--- config.mk ---
export PLATFORM = sky130hd
export DESIGN_NAME = vdp_fetch_ctrl
export DESIGN_NICKNAME = d
export VERILOG_FILES = /design/src/hdl/vdp_pkg.sv /design/src/hdl/vdp_fetch_ctrl.sv
export SDC_FILE = /design/constraint.sdc
export NUM_CORES = 1
export LEC_CHECK = 0
export BUFFER_PORTS_ARGS = -buffer_cell sky130_fd_sc_hd__buf_2
export CAP_MARGIN = 25
export CORE_AREA = 2 2 156 158
export CTS_BUF_LIST = sky130_fd_sc_hd__clkbuf_4
export DETAILED_ROUTE_END_ITERATION = 16
export DIE_AREA = 0 0 158 160
export PLACE_DENSITY_LB_ADDON = 0.3
export SYNTH_ARGS = -nofsm -noshare
export SYNTH_HDL_FRONTEND = slang
export SYNTH_SLANG_ARGS = --single-unit
--- constraint.sdc ---
create_clock -name clk_i -period 3.55 [get_ports clk_i]
set_input_delay 0.1775 -clock clk_i [delete_from_list [all_inputs] [get_ports clk_i]]
set_output_delay 0.1775 -clock clk_i [all_outputs]
set_load 0.02 [all_outputs]
--- src/hdl/vdp_pkg.sv ---
package vdp_pkg;

  // Datapath and port widths
  parameter int DATA_W      = 64;
  parameter int ADDR_W      = 32;
  parameter int CSR_IDX_W   = 3;

  // Element layout in memory
  parameter int ELEM_BYTES  = 8;

  // Lane count of the dot unit
  parameter int VEC_LEN_MAX = 8;
  parameter int LANE_W      = $clog2(VEC_LEN_MAX);

  // Must hold VEC_LEN_MAX itself
  parameter int CNT_W       = $clog2(VEC_LEN_MAX) + 1;

  // Host visible register map with 6 and 7 unmapped
  typedef enum logic [CSR_IDX_W-1:0] {
    CSR_A_PTR   = 3'd0,
    CSR_B_PTR   = 3'd1,
    CSR_LEN     = 3'd2,
    CSR_START   = 3'd3,
    CSR_STATUS  = 3'd4,
    CSR_RES_PTR = 3'd5
  } csr_idx_e;

  // Controller states
  typedef enum logic [2:0] {
    S_IDLE     = 3'd0,
    S_ISSUE_A  = 3'd1,
    S_WAIT_A   = 3'd2,
    S_ISSUE_B  = 3'd3,
    S_WAIT_B   = 3'd4,
    S_ISSUE_WB = 3'd5,
    S_WAIT_WB  = 3'd6
  } ctrl_state_e;

endpackage
--- src/hdl/vdp_fetch_ctrl.sv ---
`timescale 1ns/1ps

module vdp_fetch_ctrl #(
  parameter int VEC_LEN = vdp_pkg::VEC_LEN_MAX
) (
  input  logic                      clk_i,
  input  logic                      reset_i,

  // From the CSR file
  input  logic                      start_i,
  input  logic [vdp_pkg::ADDR_W-1:0] a_ptr_i,
  input  logic [vdp_pkg::ADDR_W-1:0] b_ptr_i,
  input  logic [vdp_pkg::CNT_W-1:0]  len_i,
  input  logic [vdp_pkg::ADDR_W-1:0] res_ptr_i,
  output logic                      busy_o,
  output logic                      done_o,

  // Memory port
  output logic                      mem_req_v_o,
  output logic                      mem_req_we_o,
  output logic [vdp_pkg::ADDR_W-1:0] mem_req_addr_o,
  output logic [vdp_pkg::DATA_W-1:0] mem_req_data_o,
  input  logic                      mem_req_ready_i,
  input  logic                      mem_resp_v_i,
  input  logic [vdp_pkg::DATA_W-1:0] mem_resp_data_i,

  // Dot unit
  input  logic [vdp_pkg::DATA_W-1:0] result_i,
  output logic                      clear_o,
  output logic                      wr_v_o,
  output logic                      wr_sel_b_o,
  output logic [vdp_pkg::LANE_W-1:0] wr_idx_o,
  output logic [vdp_pkg::DATA_W-1:0] wr_data_o
);

  import vdp_pkg::*;

  ctrl_state_e       state_r;
  ctrl_state_e       state_n;
  logic [CNT_W-1:0]  cnt_r;
  logic [CNT_W-1:0]  len_eff;
  logic              last_elem;
  logic [ADDR_W-1:0] elem_off;
  logic              req_fire;

  // Out of range lengths are clamped to 1..VEC_LEN
  assign len_eff = (len_i == '0) ? CNT_W'(1)
                 : (len_i > CNT_W'(VEC_LEN)) ? CNT_W'(VEC_LEN)
                 : len_i;

  assign last_elem = (cnt_r == len_eff - CNT_W'(1));
  assign elem_off  = ADDR_W'(cnt_r) * ADDR_W'(ELEM_BYTES);
  assign req_fire  = mem_req_v_o & mem_req_ready_i;

  always_comb begin
    state_n = state_r;
    case (state_r)
      S_IDLE:     if (start_i) state_n = S_ISSUE_A;
      S_ISSUE_A:  if (req_fire) state_n = S_WAIT_A;
      S_WAIT_A:   if (mem_resp_v_i) state_n = last_elem ? S_ISSUE_B : S_ISSUE_A;
      S_ISSUE_B:  if (req_fire) state_n = S_WAIT_B;
      S_WAIT_B:   if (mem_resp_v_i) state_n = last_elem ? S_ISSUE_WB : S_ISSUE_B;
      S_ISSUE_WB: if (req_fire) state_n = S_WAIT_WB;
      S_WAIT_WB:  if (mem_resp_v_i) state_n = S_IDLE;
      default:    state_n = S_IDLE;
    endcase
  end

  always_ff @(posedge clk_i) begin
    if (reset_i) begin
      state_r <= S_IDLE;
      cnt_r   <= '0;
    end else begin
      state_r <= state_n;
      if (state_r == S_IDLE) begin
        cnt_r <= '0;
      end else if (wr_v_o) begin
        // Restart the count between vectors
        cnt_r <= last_elem ? '0 : cnt_r + CNT_W'(1);
      end
    end
  end

  always_comb begin
    case (state_r)
      S_ISSUE_B, S_WAIT_B:   mem_req_addr_o = b_ptr_i + elem_off;
      S_ISSUE_WB, S_WAIT_WB: mem_req_addr_o = res_ptr_i;
      default:               mem_req_addr_o = a_ptr_i + elem_off;
    endcase
  end

  assign mem_req_v_o    = (state_r == S_ISSUE_A) || (state_r == S_ISSUE_B)
                       || (state_r == S_ISSUE_WB);
  assign mem_req_we_o   = (state_r == S_ISSUE_WB);
  assign mem_req_data_o = mem_req_we_o ? result_i : '0;

  assign busy_o  = (state_r != S_IDLE);
  assign done_o  = (state_r == S_WAIT_WB) && mem_resp_v_i;
  assign clear_o = (state_r == S_IDLE) && start_i;

  // Each read beat goes straight into its lane
  assign wr_v_o     = mem_resp_v_i && ((state_r == S_WAIT_A) || (state_r == S_WAIT_B));
  assign wr_sel_b_o = (state_r == S_WAIT_B);
  assign wr_idx_o   = cnt_r[LANE_W-1:0];
  assign wr_data_o  = mem_resp_data_i;

endmodule

==> impl_metrics.env <==
export IMPL_die_w_microns=158
export IMPL_worstPathArrival_ns=3.40
export IMPL_dp_hpwl_microns=15200
export IMPL_power_static_leakage_uw=0.00258
export IMPL_dpl_cell_count=1115
export IMPL_n_fill_cell=2759
export IMPL_post_route_period_util=1.01
export IMPL_status="complete, but fails checks"
export IMPL_grt_overflow_total=0
export IMPL_cp_max_fo=5
export IMPL_ys_async_sr_fraction=0
export IMPL_synthCells=585
export IMPL_setup_worst_path_start_class="register"
export IMPL_io_pins=403
export IMPL_clock_latency_ns=0.25
export IMPL_r2r_worst_path_cells=5
export IMPL_num_rows=57
export IMPL_ys_ff_latch=7
export IMPL_root_buffer="clkbuf_4"
export IMPL_final_setup_tns_ns=-0.0413
export IMPL_path_cells="or3b_4, o21ai_4, nand2_1, nand2_1, ha_2, inv_2, fa_2, nor2b_1, o21a_1, o2111ai_4, buf_6, nor3b_2, and4_4, a21oi_2, o31ai_1, buf_2"
export IMPL_tightest_slew_ns=0.929
export IMPL_synth_area_per_cell_sq_um=6.42
export IMPL_cp_depth=16
export IMPL_antenna_left=0
export IMPL_cts_tree="done"
export IMPL_layout_commonest_cell="buf_2"
export IMPL_maxCapViolations=0
export IMPL_gr_usage_all_layers=0.131
export IMPL_dr_total_vias=4840
export IMPL_critical_path_buf_inv_count=3
export IMPL_setup_slack_ns=-0.0322
export IMPL_htreeDepth=1
export IMPL_layoutNonFillerInstCount=1128
export IMPL_fin_total_pwr_uw=772
export IMPL_grt_pass1_vias=4339
export IMPL_syn_nets=825
export IMPL_dieArea_sq_um=25300
export IMPL_io_buffers=274
export IMPL_setup_viol=2
export IMPL_numCtsBuffers=3
export IMPL_layout_area_overhead_vs_synth_pct=47.0
export IMPL_start_util=0.158
export IMPL_synth_xor_xnor_area_share=0.0536
export IMPL_drive_gt1_frac=0.466
export IMPL_slowest_delay_ns=0.43
export IMPL_clk_pin_slew_worst_paths_ns=0.05
export IMPL_hold_violations=0
export IMPL_rsz0062_at_grt="yes"
export IMPL_synth_ff_type="dfxtp_1"
export IMPL_relSlewSlack=0.373
export IMPL_muxShareOfSynthArea=0.0137
export IMPL_synth_compound_area_share=0.222
export IMPL_mostFrequentLayoutCells="buf_2, and2_1, buf_4"
export IMPL_grt_pass1_wl_microns=25400
export IMPL_min_path_cells=2
export IMPL_synthSimpleGateAreaFrac=0.440
export IMPL_max_vdd_ir_drop_mv=0.0652
export IMPL_crit_family="simple AND/OR/NAND/NOR gates"
export IMPL_drt_iter0_drc=229
export IMPL_place_congestion=0.763
export IMPL_synth_adder_area_share=0.0253
export IMPL_register_area_sq_um=149
export IMPL_final_setup_skew_ns=0.00390
export IMPL_nets=1041
export IMPL_ys_warn_count=0
export IMPL_multiInputGateArea_sq_um=3080
export IMPL_max_freq_mhz=279
export IMPL_syn_area_sq_um=3750
export IMPL_p_per_area_nw_per_um2=140
export IMPL_violations="setup timing"
export IMPL_die_h_microns=160
export IMPL_cp_end_kind="output port"
export IMPL_cts_path_max_buffers=2
export IMPL_crit_required_ns=3.37
export IMPL_fin_util=0.232
export IMPL_hp_class="in2reg"
export IMPL_coreArea_sq_um=23800
export IMPL_drcViolationCount=0
export IMPL_worstSetupPathType="reg2out"
export IMPL_dr_pass1_iters=4
export IMPL_critPathSlowestCell="or3b_4"
export IMPL_synth_edf_count=0
export IMPL_synth_top_family_by_area="simple AND/OR/NAND/NOR gates"
export IMPL_wl_per_cell_microns=16.1
export IMPL_antenna_found_initial=10
export IMPL_clkSinkCount=7
export IMPL_min_period_ns=3.58
export IMPL_grt_max_degree=65
export IMPL_ys_seq_area_frac=0.0373
export IMPL_drv_slew=0
export IMPL_viasPerCell=4.29
export IMPL_place_ws_ns=0.0193
export IMPL_crit_top_cell="nand2_1"
export IMPL_synth_distinct_cells=55
export IMPL_wl_microns=18100
## timing repair
action | 4_1_cts | 5_1_grt
gates cloned | 0 | 0
setup buffers | 3 | 3
gates resized for setup | 14 | 41
hold buffers | 0 | 0
setup endpoints to repair | 11 | 14
pin swaps | 10 | 14
## stage by stage
| stage | instance area [sq um] | hold WS [ns] |
|---|---|---|
| after floorplan | 3870 | 0.239 |
| after global placement | 5230 | 0.355 |
| after detailed placement | 5230 | 0.355 |
| after CTS | 5340 | 0.127 |
| after global routing | 5510 | 0.127 |
| final | 5520 | 0.135 |
## synth_stat cells, types with 2 or more instances
master    number  area (sq um)
a211oi_1       2          15.0
a21o_1         2          15.0
a21oi_1       15          75.1
a22oi_1        4          30.0
a31o_2         4          35.0
a31oi_1       10          62.6
and2_1        67           419
and3_1         2          12.5
and3b_1        2          17.5
and4_1         3          26.3
buf_2         12          60.1
buf_4         71           533
buf_6          7          78.8
clkbuf_1      20          75.1
dfxtp_1        7           140
ha_1           6          75.1
inv_1          7          26.3
mux2i_1        4          40.0
nand2_1       48           180
nand2b_1       2          12.5
nand3_1       10          50.1
nand4_1        8          50.1
nor2_1        35           131
nor2b_1       44           275
nor3_1        30           150
nor3b_1       22           165
nor4_1         6          37.5
o21a_1         2          15.0
o21ai_0       47           235
o21ai_1        9          45.0
o21bai_1       2          15.0
o311a_1        5          50.1
o311ai_0      14           123
o311ai_1       5          43.8
o31ai_1        4          30.0
or3_1          5          31.3
or3_4          2          22.5
or4_1          2          15.0
xnor2_1       10          87.6
xor2_1        13           114
## worst paths after layout
kind	slack (ns)	to	startpoint
worst max-delay path	-0.03	mem_req_addr_o[31]	state_r[0]$_SDFFE_PP0P_
worst min-delay path	0.13	state_r[2]$_SDFFE_PP0P_	reset_i
worst max register to register	1.31	cnt_r[0]$_SDFFE_PP0P_	cnt_r[2]$_SDFFE_PP0P_
worst min register to register	0.58	cnt_r[3]$_SDFFE_PP0P_	cnt_r[3]$_SDFFE_PP0P_
## final cells by class
type                            instances  share of cell area
Sequential cell                         7              0.0270
Timing Repair Buffer                  322               0.328
Inverter                                8             0.00544
Multi-Input combinational cell        459               0.559
Antenna cell                            4             0.00181
Clock buffer                            4             0.00544
Tap cell                              324              0.0735
## routing by layer
metal | wire, microns | vias up | global-route usage
li1 | - | 2421 | -
met1 | 7470 | 2154 | 0.160
met2 | 8610 | 206 | 0.226
met3 | 1530 | 49 | 0.0355
met4 | 445 | 10 | 0.0307
met5 | 58 | - | 0
## registers in the layout, indices dropped and copies added, names as in the netlist
register / cells
cnt_r: 4
state_r: 3
## where the power goes
group          internal [uW]  switching [uW]
combinational            274             330
sequential              82.7            5.10
clock                   50.5            29.7
## logic make-up after synthesis
group,after synthesis
AO/OA/AOI/OAI,130
adder cells (fa/ha/maj),7
AND/OR/NAND/NOR,294
multiplexers,5
buffers and inverters,119
flip-flops,7
XOR/XNOR,23
Note: power is estimated with default switching activity, not from simulation.
