==> config.mk <==
export PLATFORM = sky130hd
export DESIGN_NAME = vdp_cmd_fifo
export DESIGN_NICKNAME = d
export VERILOG_FILES = /design/src/hdl/vdp_cmd_fifo.sv
export SDC_FILE = /design/constraint.sdc
export NUM_CORES = 1
export LEC_CHECK = 0
export BUFFER_PORTS_ARGS = -buffer_cell sky130_fd_sc_hd__clkbuf_2
export CORE_MARGIN = 2
export CORE_UTILIZATION = 44
export DETAILED_ROUTE_END_ITERATION = 8
export GPL_TIMING_DRIVEN = 0
export PLACE_DENSITY = 0.75
export SLEW_MARGIN = 20
export SYNTH_ARGS = -nofsm -noshare
export SYNTH_HDL_FRONTEND = slang
export SYNTH_SLANG_ARGS = --single-unit
==> constraint.sdc <==
create_clock -name clk_i -period 1.5 [get_ports clk_i]
set_clock_uncertainty 0.1 [all_clocks]
set_input_delay 0.15 -clock clk_i [delete_from_list [all_inputs] [get_ports clk_i]]
set_output_delay 0.15 -clock clk_i [all_outputs]
set_load 0.1 [all_outputs]
==> src/hdl/vdp_cmd_fifo.sv <==
`timescale 1ns/1ps

module vdp_cmd_fifo #(
  parameter int FIFO_W = 8
) (
  input  logic              clk_i,
  input  logic              reset_i,
  input  logic              v_i,
  input  logic [FIFO_W-1:0] data_i,
  output logic              ready_o,
  output logic              v_o,
  output logic [FIFO_W-1:0] data_o,
  input  logic              yumi_i
);

  logic [FIFO_W-1:0] mem_q [2];
  logic              wptr_r;
  logic              rptr_r;
  logic [1:0]        count_r;
  logic              push;
  logic              pop;

  assign ready_o = (count_r != 2'd2);
  assign v_o     = (count_r != 2'd0);
  assign data_o  = mem_q[rptr_r];

  assign push = v_i & ready_o;
  assign pop  = yumi_i & v_o;

  always_ff @(posedge clk_i) begin
    if (push) begin
      mem_q[wptr_r] <= data_i;
    end
  end

  // Pointers flip on every push or pop
  always_ff @(posedge clk_i) begin
    if (reset_i) begin
      wptr_r  <= 1'b0;
      rptr_r  <= 1'b0;
      count_r <= 2'd0;
    end else begin
      if (push) begin
        wptr_r <= ~wptr_r;
      end
      if (pop) begin
        rptr_r <= ~rptr_r;
      end
      count_r <= count_r + 2'(push) - 2'(pop);
    end
  end

endmodule

==> key figures, run 1 <==
Synth
  • Post-synth top area share: 0.591
  • Synthesized netlist cell count: 49
  • Syn Nets: 63
  • Synth warn: 0
  • Syn Area/Cell: 16.6 um^2
  • Post-synth EDFFs: 16
  • #FFs+latches synth: 21
  • Cell type with the largest total area after synthesis: edfxtp_1
  • Synth top area cells: edfxtp_1, dfxtp_1, mux2_1, ha_1, nor2_1
  • Fraction of registers with async set/reset: 0
  • Primary FF master, synth: edfxtp_1
  • Syn Std Cell Area: 813 um^2
  • Synth cell types: 16
  • Sequential area share after synthesis: 0.714

CTS
  • H-tree depth: 1
  • Skew-Pair Late Insertion Delay: 0.29 ns
  • CTS buffer count: 3
  • CTS tree: built
  • Root buf cell: clkbuf_4
  • Clock transition at the registers of the reported paths: 0.11 ns
  • Maximum root-to-sink buffer count: 2
  • Clk sinks: 21

Placement
  • Post-DP Area: 961 um^2
  • Placer Congestion: 0.660
  • Port bufs: 21

Cells and area
  • Final instance area: 1360 um^2
  • Synthesis-to-layout area growth: 66.6%
  • FF/Latch Area: 589 um^2
  • Final net count: 102
  • Share of cells above drive strength 1: 0.563
  • Fill count: 107
  • Ant diodes: 0
  • Area of the multi-input gates: 299 um^2

Status
  • Status: finished, violations left
  • Violated checks: negative setup slack

STA
  • RSZ-0062 raised after global routing: yes
  • Post-layout worst setup margin: -0.0877 ns
  • Slew HR: 0.719
  • Max frequency: 630 MHz
  • Count of final setup violators: 9
  • Fin. Hold Viols: 0
  • Final Cycle Share: 1.06
  • Minimum clock period: 1.59 ns
  • Max-slew violations: 0
  • Slew @ Worst Pin: 0.422 ns

Critical path
  • Crit path cell chain: o21a_4, ha_4, inv_2, ha_4, xor2_1, xnor2_1, nor2_1
  • CP peak stage delay: 0.38 ns
  • Worst setup SP type: register
  • Critical Path End Type: register
  • Worst Path Required: 1.59 ns
  • Worst EP arrival: 1.68 ns
  • Slowest cell on crit path: dfxtp_4
  • CP max FO: 4
  • Kind of critical path: reg2reg
  • Most used cell, CP: ha_4

GRT
  • Overall routing resource usage: 0.164
  • Met2 Usage GRT: 0.296
  • Initial antenna violation count: 0
  • Largest net degree at the start of global routing: 12
  • Gr busiest metal: met2
  • Met1 GRT Util: 0.174
  • Number of global-route vias before repair: 511
  • Grt total ovfl: 0
  • Global-route wire length before repair: 2.31 mm
  • Met3 layer usage reported by global route: 0.0462

Drt
  • DR DRC count: 0
  • Final wirelength: 1.63 mm
  • Post-DRT Antenna Nets: 0
  • Drt first pass iters: 3
  • DR vias/cell: 4.55
  • Via count: 510
  • WL/cell: 14.5 um
  • DR iter-0 viols: 9

Die
  • Die Ht: 47.0 um
  • Starting Density: 0.471
  • I/O pin count: 22
  • Area of the core: 1730 um^2
  • Site Rows: 15
  • Die ar.: 2210 um^2
  • Die width: 47.0 um

Worst hold path
  • Min-Delay Path Class: in2reg

Power
  • Power Density: 1990 nW/um^2
  • Total leakage power: 0.560 nW
  • Overall Power: 2.70 mW
  • Max VDD drop: 1.28 mV

Flow run
  • Maxcap violations: 0
==> area by class of cell <==
cell class	instances	area share
Buffer	1	0.0111
Clock buffer	4	0.0194
Inverter	1	0.00277
Multi-Input combinational cell	26	0.221
Sequential cell	21	0.435
Tap cell	25	0.0231
Timing Repair Buffer	34	0.288
==> through the flow <==
step / instances / setup TNS [ns] / utilization / hold slack (ns) / setup slack, ns
after floorplan: 49 / -1.08 / - / 0.114 / -0.245
after global placement: 95 / -0.590 / 0.557 / 0.239 / -0.128
after detailed placement: 95 / -0.388 / 0.557 / 0.245 / -0.156
after CTS: 110 / -0.504 / 0.775 / 0.124 / -0.0892
after global routing: 112 / -0.787 / 0.785 / 0.111 / -0.123
final: 112 / -0.363 / 0.785 / 0.125 / -0.0877
==> logic make-up after synthesis <==
logic type,share of synthesized area
multiplexers,0.129
AO/OA/AOI/OAI,0.0108
AND/OR/NAND/NOR,0.0723
buffers and inverters,0.0108
adder cells (fa/ha/maj),0.0308
XOR/XNOR,0.0323
flip-flops,0.714
==> critical path: cells and delay by family (launching register included) <==
| family | cells | cell delay (ns) |
|---|---|---|
| fa+ha+maj | 2 | 0.39 |
| compound gates | 1 | 0.23 |
| buf+inv | 1 | 0.03 |
| simple gates | 1 | 0.05 |
| flops | 1 | 0.38 |
| xor+xnor | 2 | 0.30 |
==> metal layers <==
layer	vias up	share of wire	wire length, um
met5	-	0	0
met4	0	0.0074	12
met3	2	0.035	57
met2	12	0.56	906
met1	243	0.40	649
li1	253	-	-
==> layout by cell type (no fill, tap or decap), drive strengths merged <==
cell type,n
buf,6
edfxtp,16
nand2,1
xnor2,2
dlygate4sd3,9
dfxtp,5
or2,1
nand2b,1
o21a,1
nor2b,2
inv,1
mux2,9
clkbuf,24
nor2,5
ha,2
and3,1
xor2,1
==> report_power, final <==
| group | switching (mW) | internal [mW] |
|---|---|---|
| Combinational | 0.960 | 0.662 |
| Clock | 0.150 | 0.103 |
| Sequential | 0.0652 | 0.756 |
| Total | 1.17 | 1.52 |
==> final timing paths <==
path | startpoint | end | slack [ns] | cells after the start
max | count_r[1]$_SDFF_PP0_ | count_r[1]$_SDFF_PP0_ | -0.09 | 7
min reg2reg | rptr_r$_SDFFE_PP0P_ | register | 0.45 | 2
max reg2reg | count_r[1]$_SDFF_PP0_ | count_r[1]$_SDFF_PP0_ | -0.09 | 7
min | v_i | wptr_r$_SDFFE_PP0N_ | 0.12 | 3
==> state kept, by name, indices dropped and copies added (netlist names), named ones only <==
name,cells
count_r,2
mem_q,16
rptr_r,1
wptr_r,1
==> synth_stat cells, types with 2 or more instances <==
cell,number
xnor2_1,2
mux2_1,8
nor2_1,5
dfxtp_1,5
ha_1,2
nor2b_1,2
edfxtp_1,16
==> what timing repair did <==
action | 4_1_cts | 5_1_grt
hold endpoints to repair | 19 | 0
resized for setup | 55 | 2
setup buffers | 2 | 2
endpoints found under the setup margin | 20 | 9
pin swaps | 6 | 4
hold buffers | 9 | 0
No activity file was read; power rests on OpenSTA's default activity.
==> inputs of run 2 (changes only) <==
CTS_CLUSTER_DIAMETER = 100   (was not set)
REMOVE_ABC_BUFFERS = 1   (was not set)
==> run 2 against run 1 <==
Effect of this change:
- the run still ends with negative setup slack left
- non-clock buffer count is the same
- flip-flop and latch count is the same
- core utilization shrank 1.4 points
- largest power group unchanged
- fmax grew 2.1%
- sequential share of layout area grew 0.96 points
- via count grew 0.78%
- global-route usage shrank 1.3 points
- cell area shrank 1.8%
- critical path depth is the same
- setup slack gained 0.033 ns
==> key figures, run 2 (same netlist as run 1, synthesis figures left out) <==
GRT
  • Grt total ovfl: 0 (unchanged)
  • Overall routing resource usage: 0.152 (-0.0127)
  • Initial antenna violation count: 0 (unchanged)
  • Number of global-route vias before repair: 497 (-2.7%)
  • Largest net degree at the start of global routing: 13 (+1)
  • Global-route wire length before repair: 2.13 mm (-8.0%)

Critical path
  • Critical Path End Type: register
  • Delay-heaviest family, CP: adder cells
  • Worst setup SP type: register
  • Most used cell, CP: ha_4
  • CP max FO: 4 (unchanged)
  • Worst Path Required: 1.59 ns (about the same)
  • WP buf/inv: 1 (unchanged)
  • Worst EP arrival: 1.64 ns (-0.04 ns)
  • Crit path cell chain: o21a_4, ha_4, inv_2, ha_4, xor2_2, xnor2_1, nor2_1
  • CP peak stage delay: 0.38 ns (about the same)
  • Slowest cell on crit path: dfxtp_4
  • Kind of critical path: reg2reg

Power
  • Overall Power: 2.68 mW (-0.62%)
  • Psw: 1.20 mW (+2.0%)
  • Max VDD drop: 1.13 mV (-12%)
  • Total leakage power: 0.543 nW (-3.1%)
  • Power Density: 2010 nW/um^2 (+1.2%)
  • Seq pwr share: 0.321 (+0.016)
  • Clk network pwr share: 0.097 (+0.003)
  • Sw frac: 0.447 (+0.0115)
  • P_int: 1.48 mW (-2.6%)
  • Logic gate share of total power: 0.582 (-0.019)

Worst hold path
  • Min-Delay Path Class: in2reg

Die
  • I/O pin count: 22 (unchanged)
  • Area of the core: 1730 um^2 (unchanged)
  • Die Ht: 47.0 um (unchanged)
  • Starting Density: 0.471 (unchanged)
  • Die ar.: 2210 um^2 (unchanged)
  • Site Rows: 15 (unchanged)
  • Die width: 47.0 um (unchanged)

Cells and area
  • Share of cells above drive strength 1: 0.575 (+0.0115)
  • Ant diodes: 0 (unchanged)
  • Final instance area: 1330 um^2 (-1.8%)
  • Top reg by flops: mem_q
  • Top Registers: mem_q: 16 flops, count_r: 2 flops
  • Most frequent cells in the layout: edfxtp_1, clkbuf_2, mux2_4, dlygate4sd3_1, buf_12
  • Max reg flops: 16 (unchanged)
  • Final net count: 102 (unchanged)
  • Synthesis-to-layout area growth: 63.7%
  • Most common cell after layout, fill and taps aside: edfxtp_1

CTS
  • H-tree depth: 1 (unchanged)
  • Clock transition at the registers of the reported paths: 0.11 ns (about the same)
  • Skew-Pair Late Insertion Delay: 0.29 ns (about the same)
  • Maximum root-to-sink buffer count: 2 (unchanged)
  • CTS tree: built
  • Root buf cell: clkbuf_4
  • CTS buffer count: 3 (unchanged)
  • Clk sinks: 21 (unchanged)

Drt
  • WL/cell: 14.7 um (+1.2%)
  • Post-DRT Antenna Nets: 0 (unchanged)
  • DR iter-0 viols: 2 (-7)
  • DR vias/cell: 4.59 (+0.78%)
  • DR DRC count: 0 (unchanged)
  • Drt first pass iters: 3 (unchanged)
  • Via count: 514 (+0.78%)
  • Final wirelength: 1.65 mm (+1.2%)

Placement
  • Pre-CTS setup slack: -0.147 ns (+0.00908 ns)
  • Placer Congestion: 0.659 (-0.17%)
  • Post-DP Area: 945 um^2 (-1.7%)
  • Port bufs: 21 (unchanged)
  • Detailed placer's ending HPWL: 887 um

STA
  • Max frequency: 643 MHz (+2.1%)
  • Final Cycle Share: 1.04 (-0.0219)
  • Max-slew violations: 0 (unchanged)
  • Minimum clock period: 1.55 ns (-0.0329 ns)
  • Hold WS: 0.231 ns (+0.106 ns)
  • Post-layout worst setup margin: -0.0549 ns (+0.0329 ns)
  • Slew @ Worst Pin: 0.393 ns (-0.0290 ns)
  • Slew HR: 0.738 (+0.0196)
  • RSZ-0062 raised after global routing: yes
  • Count of final setup violators: 6 (-3)
  • TNS Setup: -0.104 ns (+0.258 ns)
  • Fin. Hold Viols: 0 (unchanged)

Flow run
  • Maxcap violations: 0 (unchanged)

Status
  • Violated checks: negative setup slack
  • Status: finished, violations left
==> run 2: final cells by class <==
type / instances / area, um^2
clock buffer: 3 / 22.5
timing repair buffer: 35 / 367
inverter: 1 / 3.75
fill: 116 / 395
sequential: 21 / 592
tap: 25 / 31.3
multi-input combinational: 26 / 310
clock inverter: 1 / 5.00
==> run 2: metal layers <==
layer | track usage | routed length (um) | vias up
met4 | 0.0667 | 21 | 0
met2 | 0.301 | 969 | 12
met5 | 0 | 0 | -
met3 | 0.0346 | 51 | 2
met1 | 0.145 | 604 | 249
li1 | - | - | 251
==> run 2: power by group through the flow <==
stage                     registers [mW]  clock network [mW]  logic [mW]
after global routing               0.880               0.289        1.64
after CTS                          0.836               0.264        1.32
final                              0.860               0.260        1.56
after floorplan                    0.805                   0       0.931
after global placement             0.820                   0        1.05
after detailed placement           0.825                   0        1.07
==> run 2: final timing paths <==
path | from | end | slack [ns] | cells past startpoint
max | count_r[0]$_SDFF_PP0_ | count_r[1]$_SDFF_PP0_ | -0.05 | 7
min reg2reg | rptr_r$_SDFFE_PP0P_ | rptr_r$_SDFFE_PP0P_ | 0.45 | 2
min | v_i | count_r[1]$_SDFF_PP0_ | 0.23 | 5
max reg2reg | count_r[0]$_SDFF_PP0_ | count_r[1]$_SDFF_PP0_ | -0.05 | 7
==> run 2: worst reg2reg max path, cell delays in order (launching register included) <==
cell and delay (ns):
dfxtp_4 0.38, o21a_4 0.23, ha_4 0.26, inv_2 0.04
ha_4 0.15, xor2_2 0.14, xnor2_1 0.13, nor2_1 0.05
==> run 2: timing repair <==
item / 4_1_cts / 5_1_grt
gates resized for setup: 33 / 34
setup buffers: 3 / 2
setup endpoints to repair: 20 / 10
pin swaps: 4 / 4
hold buffers: 8 / 1
hold endpoints to repair: 20 / 3
==> run 2: through the flow <==
step,cells,util
3_5_place_dp,94,0.547
3_3_place_gp,94,0.547
4_1_cts,109,0.699
6_report,112,0.771
5_1_grt,112,0.771
2_1_floorplan,48,-
