<file path="src/hdl/vdp_pkg.sv">
package vdp_pkg;

  // Datapath and port widths
  parameter int DATA_W      = 64;
  parameter int ADDR_W      = 32;
  parameter int CSR_IDX_W   = 3;

  // Element layout in memory
  parameter int ELEM_BYTES  = 8;

  // Lane count of the dot unit
  parameter int VEC_LEN_MAX = 8;
  parameter int LANE_W      = $clog2(VEC_LEN_MAX);

  // Must hold VEC_LEN_MAX itself
  parameter int CNT_W       = $clog2(VEC_LEN_MAX) + 1;

  // Host visible register map with 6 and 7 unmapped
  typedef enum logic [CSR_IDX_W-1:0] {
    CSR_A_PTR   = 3'd0,
    CSR_B_PTR   = 3'd1,
    CSR_LEN     = 3'd2,
    CSR_START   = 3'd3,
    CSR_STATUS  = 3'd4,
    CSR_RES_PTR = 3'd5
  } csr_idx_e;

  // Controller states
  typedef enum logic [2:0] {
    S_IDLE     = 3'd0,
    S_ISSUE_A  = 3'd1,
    S_WAIT_A   = 3'd2,
    S_ISSUE_B  = 3'd3,
    S_WAIT_B   = 3'd4,
    S_ISSUE_WB = 3'd5,
    S_WAIT_WB  = 3'd6
  } ctrl_state_e;

endpackage
</file>
<file path="src/hdl/vdp_csr_file.sv">
`timescale 1ns/1ps

module vdp_csr_file (
  input  logic                         clk_i,
  input  logic                         reset_i,

  // Head of the command FIFO
  input  logic                         cmd_v_i,
  input  logic                         cmd_we_i,
  input  logic [vdp_pkg::CSR_IDX_W-1:0] cmd_addr_i,
  input  logic [vdp_pkg::DATA_W-1:0]    cmd_data_i,
  output logic                         cmd_yumi_o,

  // Host response
  output logic                         io_resp_v_o,
  output logic                         io_resp_we_o,
  output logic [vdp_pkg::CSR_IDX_W-1:0] io_resp_addr_o,
  output logic [vdp_pkg::DATA_W-1:0]    io_resp_data_o,
  input  logic                         io_resp_ready_i,

  // Controller side
  input  logic                         busy_i,
  input  logic                         done_i,
  output logic                         start_o,
  output logic [vdp_pkg::ADDR_W-1:0]    a_ptr_o,
  output logic [vdp_pkg::ADDR_W-1:0]    b_ptr_o,
  output logic [vdp_pkg::CNT_W-1:0]     len_o,
  output logic [vdp_pkg::ADDR_W-1:0]    res_ptr_o
);

  import vdp_pkg::*;

  csr_idx_e             idx;
  logic                 exec;
  logic                 resp_v_r;
  logic                 resp_we_r;
  logic [CSR_IDX_W-1:0] resp_addr_r;
  logic [DATA_W-1:0]    resp_data_r;
  logic [DATA_W-1:0]    rd_data;
  logic                 start_r;
  logic [ADDR_W-1:0]    a_ptr_r;
  logic [ADDR_W-1:0]    b_ptr_r;
  logic [CNT_W-1:0]     len_r;
  logic [ADDR_W-1:0]    res_ptr_r;

  assign idx  = csr_idx_e'(cmd_addr_i);
  // One command in flight; the next waits until the response is taken
  assign exec = cmd_v_i & ~resp_v_r;

  assign cmd_yumi_o = resp_v_r & io_resp_ready_i;

  always_comb begin
    case (idx)
      CSR_A_PTR:   rd_data = DATA_W'(a_ptr_r);
      CSR_B_PTR:   rd_data = DATA_W'(b_ptr_r);
      CSR_LEN:     rd_data = DATA_W'(len_r);
      CSR_START:   rd_data = DATA_W'(start_r);
      CSR_STATUS:  rd_data = DATA_W'(!busy_i);
      CSR_RES_PTR: rd_data = DATA_W'(res_ptr_r);
      default:     rd_data = '0;
    endcase
  end

  // Clear wins over set on the pending response flag
  always_ff @(posedge clk_i) begin
    if (reset_i) begin
      resp_v_r <= 1'b0;
    end else if (cmd_yumi_o) begin
      resp_v_r <= 1'b0;
    end else if (exec) begin
      resp_v_r <= 1'b1;
    end
  end

  always_ff @(posedge clk_i) begin
    if (exec) begin
      resp_we_r   <= cmd_we_i;
      resp_addr_r <= cmd_addr_i;
      resp_data_r <= cmd_we_i ? '0 : rd_data;
    end
  end

  always_ff @(posedge clk_i) begin
    if (reset_i) begin
      start_r   <= 1'b0;
      a_ptr_r   <= '0;
      b_ptr_r   <= '0;
      len_r     <= '0;
      res_ptr_r <= '0;
    end else begin
      if (done_i) begin
        start_r <= 1'b0;
      end
      if (exec && cmd_we_i) begin
        case (idx)
          CSR_A_PTR:   a_ptr_r   <= cmd_data_i[ADDR_W-1:0];
          CSR_B_PTR:   b_ptr_r   <= cmd_data_i[ADDR_W-1:0];
          CSR_LEN:     len_r     <= cmd_data_i[CNT_W-1:0];
          CSR_START:   start_r   <= cmd_data_i[0];
          CSR_RES_PTR: res_ptr_r <= cmd_data_i[ADDR_W-1:0];
          default: begin
          end
        endcase
      end
    end
  end

  assign io_resp_v_o    = resp_v_r;
  assign io_resp_we_o   = resp_we_r;
  assign io_resp_addr_o = resp_addr_r;
  assign io_resp_data_o = resp_data_r;

  assign start_o   = start_r;
  assign a_ptr_o   = a_ptr_r;
  assign b_ptr_o   = b_ptr_r;
  assign len_o     = len_r;
  assign res_ptr_o = res_ptr_r;

endmodule

</file>
<file path="config.mk">
export PLATFORM = sky130hd
export DESIGN_NAME = vdp_csr_file
export DESIGN_NICKNAME = d
export VERILOG_FILES = /design/src/hdl/vdp_pkg.sv /design/src/hdl/vdp_csr_file.sv
export SDC_FILE = /design/constraint.sdc
export NUM_CORES = 1
export LEC_CHECK = 0
export ABC_CLOCK_PERIOD_IN_PS = 2700
export BUFFER_PORTS_ARGS = -buffer_cell sky130_fd_sc_hd__buf_4
export CORE_MARGIN = 2
export CORE_UTILIZATION = 49
export DETAILED_ROUTE_END_ITERATION = 8
export GPL_TIMING_DRIVEN = 0
export PLACE_DENSITY = 0.83
export SYNTH_ARGS = -nofsm -noshare
export SYNTH_HDL_FRONTEND = slang
export SYNTH_SLANG_ARGS = --single-unit
</file>
<file path="constraint.sdc">
create_clock -name clk_i -period 2.7 [get_ports clk_i]
set_input_delay 0.27 -clock clk_i [delete_from_list [all_inputs] [get_ports clk_i]]
set_output_delay 0.27 -clock clk_i [all_outputs]
set_load 0.05 [all_outputs]
</file>
==> metrics.log, run 1 <==
[metrics] result of the run: finished, final reports clean
[metrics] Slew @ Worst Pin: 716.3 ps
[metrics] via/cell ratio: 5.122
[metrics] Clk Latency, worst-skew pair: roughly 410 ps
[metrics] area of the die: 13780 µm²
[metrics] cell at the root of the clock tree: sky130_fd_sc_hd__clkbuf_16
[metrics] Setup TNS: 0 ps
[metrics] beginning of the worst hold path: cmd_addr_i[2]
[metrics] final worst-path cycle share: 69.56%
[metrics] largest incremental delay on the critical path: roughly 530 ps
[metrics] number of vias in the routed layout: 5035
[metrics] minimum period implied by the final worst setup slack: ~1900 ps
[metrics] Clock Tree Buf Depth: 2
[metrics] DPL Wire Length: 12660 µm
[metrics] synthesis-to-layout area growth: 36.72%
[metrics] critical path arrival: roughly 2200 ps
[metrics] count of fill cells added during filler insertion: 954
[metrics] clk_skew: 8.894 ps
[metrics] Core Region: 12570 µm²
[metrics] antenna violations before repair: 0
[metrics] clock share of power: 44.9%
[metrics] most common cell after layout, fill and taps aside: sky130_fd_sc_hd__buf_4
[metrics] cell area after synthesis: approximately 6300 µm²
[metrics] Internal Dissipation: 3.838 mW
[metrics] biggest fanout along the worst timing path: 10
[metrics] standard-cell rows: 41
[metrics] sequential fraction of the synthesis area: around half
[metrics] sw power: 1.358 mW
[metrics] count of pins over their slew limit: 0
[metrics] Crit Reg-Reg Startpoint: io_resp_v_o$_SDFFE_PP0N_
[metrics] remaining number of nets flagged by the antenna check after routing: 0
[metrics] DRC violation count after routing: 0
[metrics] setup-violating endpoint count in the final report: 0
[metrics] number of nets in the layout: 872
[metrics] # IOs: around 250
[metrics] number of antenna diodes: 0
[metrics] critical path's slowest cell: sky130_fd_sc_hd__nor3_2
[metrics] wire length of the first global-routing pass: 28100 µm
[metrics] Post-Route WL: 18080 µm
[metrics] highest attainable clock frequency: 532.4 MHz
[metrics] launching element of the worst setup path: io_resp_v_o$_SDFFE_PP0N_
[metrics] logic gate share of total power: 12.9%
[metrics] gp weighted congestion: 0.8012
[metrics] via count of the first global-routing pass: 5142
[metrics] Worst Setup End Kind: flip-flop
[metrics] post-CTS resize count: 0
[metrics] tightest hold margin: 40.06 ps
[metrics] static leakage: 4.005 nW
[metrics] power per cell area: between 600 and 700 nW/µm²
[metrics] # Post-CTS Setup Buffers: 0
[metrics] clock input transition at the sequential cells of the worst setup and hold paths: about 60 ps
[metrics] Critical Path RT: 3040 ps
[metrics] horizontal die dimension: around 120 µm
[metrics] Initial Util: 50.12%
[metrics] share of layout cells above drive strength 1: a little over a third
[metrics] largest net degree at the start of global routing: 20
[metrics] number of distinct library cells after synthesis: 32
[metrics] slew margin rel.: between 50% and 60%
[metrics] syn_area_per_cell: ~11 µm²
[metrics] Mapped Cells: 568
[metrics] family of cells with the greatest summed delay on the critical path: simple AND/OR/NAND/NOR gates
[metrics] Num Clock Sinks: approximately 140
[metrics] RSZ-0062 raised after global routing: no
[metrics] drt wl/cell: between 15 and 20 µm
[metrics] part of the power in registers: a little over two fifths
[metrics] peak supply drop: 0.3514 mV
[metrics] count of buffering cells on the critical path with inverters included: 1
[metrics] most frequent cells in the layout: 214 x sky130_fd_sc_hd__buf_4, 132 x sky130_fd_sc_hd__nand2b_1, 104 x sky130_fd_sc_hd__mux2i_1
[metrics] kind of critical path: reg -> reg
[metrics] GRT overflow: 0
[metrics] launching element type of the critical path: flip-flop
[metrics] global-route total usage across every layer: 25.84%
[metrics] count of state elements after synthesis: 138
[metrics] clock tree from TritonCTS: built
[metrics] net switching fraction of the power: a little over a quarter
[metrics] Port-buffer cells: roughly 180
[metrics] count of H-tree levels built during CTS: 4
[metrics] CTS Hold Buffers Added: 0
[metrics] vertical extent of the die: 117.4 µm
[metrics] total CTS buffers: 17
[metrics] worst min-delay path category: in -> reg
[metrics] Pre-antenna DRT Iters: 5
[metrics] Yosys warnings: 0
[metrics] number of hold violations in the final report: 0
[metrics] DRC marker count from the first detailed-route iteration: 297
[metrics] cells traversed along the worst timing path: nand4bb_1 > nor3_2 > buf_4 > mux2i_1
[metrics] total of max-cap violations: 0
final cells by class:
type	count	area, µm²	share of cell area (%)
multi-input combinational	389	2873	33.35
tap	172	215.2	2.499
clock buffer	24	524.3	6.087
timing repair buffer	180	1371	15.92
sequential	138	3123	36.26
buffer	72	427.9	4.968
clock inverter	8	78.83	0.9152
metal layers:
metal | part of all wire, % | wire (µm) | GRT usage [%]
met1 | 42 | 7564 | 31.30
met2 | 50 | 9008 | 44.37
met3 | 5.6 | 1016 | 6.420
met4 | 2.7 | 486 | 9.789
met5 | 0 | 0 | 0
registers in the layout, summed over array words and instances, names as in the netlist:
register	count
io_resp_data_o	32
len_o	4
a_ptr_o	32
start_o	1
res_ptr_o	32
io_resp_v_o	1
b_ptr_o	32
io_resp_addr_o	3
io_resp_we_o	1
synthesized netlist by cell type:
| master | instances | area (µm²) |
|---|---|---|
| sky130_fd_sc_hd__a211oi_1 | 3 | 22.52 |
| sky130_fd_sc_hd__a22oi_1 | 29 | 217.7 |
| sky130_fd_sc_hd__a31oi_1 | 3 | 18.77 |
| sky130_fd_sc_hd__and2_0 | 1 | 6.260 |
| sky130_fd_sc_hd__and2_1 | 2 | 12.51 |
| sky130_fd_sc_hd__and4bb_2 | 1 | 12.51 |
| sky130_fd_sc_hd__buf_1 | 1 | 3.750 |
| sky130_fd_sc_hd__buf_2 | 9 | 45.04 |
| sky130_fd_sc_hd__buf_4 | 35 | 262.8 |
| sky130_fd_sc_hd__buf_6 | 2 | 22.52 |
| sky130_fd_sc_hd__clkbuf_1 | 25 | 93.84 |
| sky130_fd_sc_hd__conb_1 | 1 | 3.750 |
| sky130_fd_sc_hd__dfxtp_1 | 102 | 2042 |
| sky130_fd_sc_hd__edfxtp_1 | 36 | 1081 |
| sky130_fd_sc_hd__mux2_2 | 29 | 326.6 |
| sky130_fd_sc_hd__mux2i_1 | 104 | 1041 |
| sky130_fd_sc_hd__nand2_1 | 4 | 15.01 |
| sky130_fd_sc_hd__nand2b_1 | 132 | 825.8 |
| sky130_fd_sc_hd__nand3_1 | 2 | 10.01 |
| sky130_fd_sc_hd__nand3b_1 | 1 | 7.510 |
| sky130_fd_sc_hd__nand4_1 | 1 | 6.260 |
| sky130_fd_sc_hd__nand4bb_1 | 1 | 11.26 |
| sky130_fd_sc_hd__nor2_1 | 31 | 116.4 |
| sky130_fd_sc_hd__nor2b_1 | 3 | 18.77 |
| sky130_fd_sc_hd__nor3_1 | 1 | 5.000 |
| sky130_fd_sc_hd__nor3_2 | 1 | 10.01 |
| sky130_fd_sc_hd__o21a_1 | 3 | 22.52 |
| sky130_fd_sc_hd__o31a_1 | 1 | 8.760 |
| sky130_fd_sc_hd__o32ai_1 | 1 | 8.760 |
| sky130_fd_sc_hd__or2_2 | 1 | 6.260 |
| sky130_fd_sc_hd__or3_1 | 1 | 6.260 |
| sky130_fd_sc_hd__or3b_2 | 1 | 8.760 |
cells by family (layout without fill, tap and decap cells):
family                 count (synthesis)  in the layout  synth area share (%)
AOI/OAI and AO/OA                     40             40                 4.747
and+or+nand+nor                      184            184                 17.12
muxes                                133            133                 21.71
buffers and inverters                 72            284                 6.792
DFF                                  138            138                 49.57
other                                  1             32               0.05953
metrics by stage:
step	cell area, µm²	setup WS [ps]	instances	power (mW)	util, %
after global placement	7975	-916.8	950	2.887	63.45
after CTS	8613	854.8	983	5.200	68.53
final	8613	821.8	983	5.196	68.53
after floorplan	6416	71.44	599	2.696	-
after global routing	8613	751.2	983	5.319	68.53
after detailed placement	8010	678.5	951	2.902	63.73
final timing paths:
check,endpoint,slack [ps],cells past startpoint
setup / recovery,a_ptr_o[5]$_SDFFE_PP0P_,820,4
hold / removal,io_resp_addr_o[2]$_DFFE_PN_,40,1
setup reg to reg,a_ptr_o[5]$_SDFFE_PP0P_,820,4
hold reg to reg,b_ptr_o[24]$_SDFFE_PP0P_,490,2
power groups by stage:
stage / clock (mW) / combinational [mW] / sequential, mW
after floorplan: 0 / 0.303 / 2.39
after global placement: 0 / 0.648 / 2.24
after detailed placement: 0 / 0.664 / 2.24
after CTS: 2.34 / 0.667 / 2.19
after global routing: 2.43 / 0.694 / 2.20
final: 2.33 / 0.668 / 2.19
Note: power is estimated with default switching activity, not from simulation.
==> run 2, diff against run 1 <==
ABC_CLOCK_PERIOD_IN_PS = 1900   (was 2700)
clock period = 1.9 ns   (was 2.7 ns; I/O delays follow)
==> metrics.log, run 2 (same netlist as run 1, synthesis figures left out) <==
[metrics] slew margin rel.: 22.23% (-30 points)
[metrics] critical path arrival: 2130 ps (-90 ps)
[metrics] setup-violating endpoint count in the final report: 0 (unchanged)
[metrics] highest attainable clock frequency: roughly 550 MHz
[metrics] clk_skew: 8.981 ps (+0.08734 ps)
[metrics] clock input transition at the sequential cells of the worst setup and hold paths: 60 ps (about the same)
[metrics] share of layout cells above drive strength 1: 36.56% (+0.81 points)
[metrics] Setup WS post-layout: 95.74 ps (-726.1 ps)
[metrics] number of hold violations in the final report: 0 (unchanged)
[metrics] number of antenna diodes: 0 (unchanged)
[metrics] via/cell ratio: 5.182 (+1.2%)
[metrics] count of pins over their slew limit: 0 (unchanged)
[metrics] tightest hold margin: 37.47 ps (-2.594 ps)
[metrics] drt wl/cell: 18.34 µm (-0.23%)
[metrics] Port-buffer cells: 179 (unchanged)
[metrics] static leakage: 4.038 nW (+0.81%)
[metrics] Core Region: 12570 µm² (unchanged)
[metrics] Hold Crit Endpoint: io_resp_we_o$_DFFE_PN_
[metrics] Worst Setup End Kind: flip-flop
[metrics] worst reg-to-reg setup slack: 140 ps (-680 ps)
[metrics] most frequent cells in the layout: 216 x sky130_fd_sc_hd__buf_4, 132 x sky130_fd_sc_hd__nand2b_1, 104 x sky130_fd_sc_hd__mux2i_1
[metrics] count of H-tree levels built during CTS: 4 (unchanged)
[metrics] Final Total Pwr: 7.525 mW (+45%)
[metrics] clock tree from TritonCTS: built
[metrics] most common cell after layout, fill and taps aside: sky130_fd_sc_hd__buf_4
[metrics] GRT overflow: 0 (unchanged)
[metrics] global-route total usage across every layer: 25.99% (+0.15 points)
[metrics] launching element type of the critical path: input pin
[metrics] minimum period implied by the final worst setup slack: 1804 ps
[metrics] result of the run: finished, final reports clean
[metrics] depth of the worst register-to-register path: 4 (unchanged)
[metrics] standard-cell rows: 41 (unchanged)
[metrics] Initial Util: 50.12% (unchanged)
[metrics] register area: 3123 µm² (unchanged)
[metrics] Slew @ Worst Pin: 1164 ps (+447.8 ps)
[metrics] largest net degree at the start of global routing: 37 (+85%)
[metrics] Post-Route WL: 18110 µm (+0.17%)
[metrics] kind of critical path: in -> reg
[metrics] final worst-path cycle share: a little over nine tenths
[metrics] Crit Reg-Reg Startpoint: io_resp_v_o$_SDFFE_PP0N_
[metrics] count of non-filler cells in the finished layout: 987 (+0.41%)
[metrics] number of instances in the placed design: 950 (-0.11%)
[metrics] area of the die: 13780 µm² (unchanged)
[metrics] cell at the root of the clock tree: sky130_fd_sc_hd__clkbuf_16
[metrics] Num Clock Sinks: 138 (unchanged)
[metrics] DPL Wire Length: 12640 µm (-0.13%)
[metrics] horizontal die dimension: 117.4 µm (unchanged)
[metrics] RSZ-0062 raised after global routing: no
[metrics] worst min-delay path category: in -> reg
[metrics] worst hold path stage count: 1 (unchanged)
[metrics] power per cell area: 868.6 nW/µm² (+44%)
[metrics] gp weighted congestion: 0.8543 (+6.6%)
[metrics] peak supply drop: 0.5259 mV (+50%)
[metrics] number of vias in the routed layout: 5115 (+1.6%)
[metrics] count of fill cells added during filler insertion: 928 (-2.7%)
[metrics] via count of the first global-routing pass: 5433 (+5.7%)
[metrics] remaining number of nets flagged by the antenna check after routing: 0 (unchanged)
[metrics] Clock Tree Buf Depth: 2 (unchanged)
[metrics] beginning of the worst hold path: cmd_we_i
[metrics] terminus of the critical flop-to-flop path: b_ptr_o[9]$_SDFFE_PP0P_
[metrics] number of nets in the layout: 876 (+0.46%)
[metrics] synthesis-to-layout area growth: 37.52%
[metrics] final standard cell utilization of the core: 68.93% (+0.40 points)
[metrics] worst slack at placement: -18.87 ps (-697.4 ps)
[metrics] biggest fanout along the worst timing path: 10 (unchanged)
[metrics] Clk Latency, worst-skew pair: 420 ps (about the same)
[metrics] total CTS buffers: 17 (unchanged)
[metrics] vertical extent of the die: 117.4 µm (unchanged)
[metrics] # IOs: 245 (unchanged)
[metrics] DRC violation count after routing: 0 (unchanged)
[metrics] wire length of the first global-routing pass: 28200 µm (+0.35%)
[metrics] DRC marker count from the first detailed-route iteration: 376 (+27%)
[metrics] antenna violations before repair: 0 (unchanged)
[metrics] total of max-cap violations: 0 (unchanged)
[metrics] Pre-antenna DRT Iters: 5 (unchanged)
[metrics] combined area of the multi-input logic cells: 2882 µm² (+0.30%)
[metrics] Critical Path RT: 2220 ps (-820 ps)
run 2: power breakdown:
group          internal, mW  leakage [nW]  switching [mW]
Combinational         0.305          2.56           0.638
Sequential             3.08          1.18          0.0372
Clock                  2.20         0.297            1.26
Total                  5.58          4.04            1.94
run 2: cell type report:
cell class                      count  share of cell area (%)
Timing Repair Buffer              184                   16.03
Buffer                             72                   4.997
Clock buffer                       21                   5.546
Multi-Input combinational cell    389                   33.26
Clock inverter                     11                   1.632
Sequential cell                   138                   36.05
Tap cell                          172                   2.484
run 2: per-layer routing:
metal  share of wire (%)  GRT usage (%)  wire (µm)
met4                 3.4          13.86        619
met1                  40          29.73       7284
met3                 6.5          6.663       1177
met5                   0              0          0
met2                  50          44.59       9024
run 2: worst max-delay path by stage:
stage | from | slack (ps) | end | cells past startpoint
floorplan | io_resp_v_o$_SDFFE_PP0N_ | 130 | b_ptr_o[21]$_SDFFE_PP0P_ | 5
global placement | cmd_addr_i[2] | 30 | io_resp_data_o[15]$_SDFFCE_PP0N_ | 7
detailed placement | cmd_addr_i[2] | -20 | io_resp_data_o[15]$_SDFFCE_PP0N_ | 7
CTS | cmd_addr_i[0] | 10 | io_resp_data_o[15]$_SDFFCE_PP0N_ | 7
global route | cmd_addr_i[0] | 30 | b_ptr_o[21]$_SDFFE_PP0P_ | 8
finish | cmd_addr_i[0] | 100 | res_ptr_o[29]$_SDFFE_PP0P_ | 7
run 2: critical path: stages:
cell and delay [ps]:
sky130_fd_sc_hd__dlygate4sd3_1 540, sky130_fd_sc_hd__buf_4 140, sky130_fd_sc_hd__buf_2 160, sky130_fd_sc_hd__nor2b_2 190, sky130_fd_sc_hd__nand4_1 210, sky130_fd_sc_hd__buf_2 400, sky130_fd_sc_hd__mux2i_1 300
run 2: timing repair:
action                                  4_1_cts  5_1_grt
resized for setup                             0       10
endpoints found under the setup margin        0       58
hold endpoints to repair                      3        0
hold buffers                                  3        0
buffers inserted                              0        2
run 2: metrics by stage:
| stage | instance area [µm²] | TNS, ps |
|---|---|---|
| 2_1_floorplan | 6424 | 0 |
| 3_3_place_gp | 7983 | 0 |
| 3_5_place_dp | 7983 | -32.65 |
| 4_1_cts | 8635 | 0 |
| 5_1_grt | 8663 | 0 |
| 6_report | 8663 | 0 |
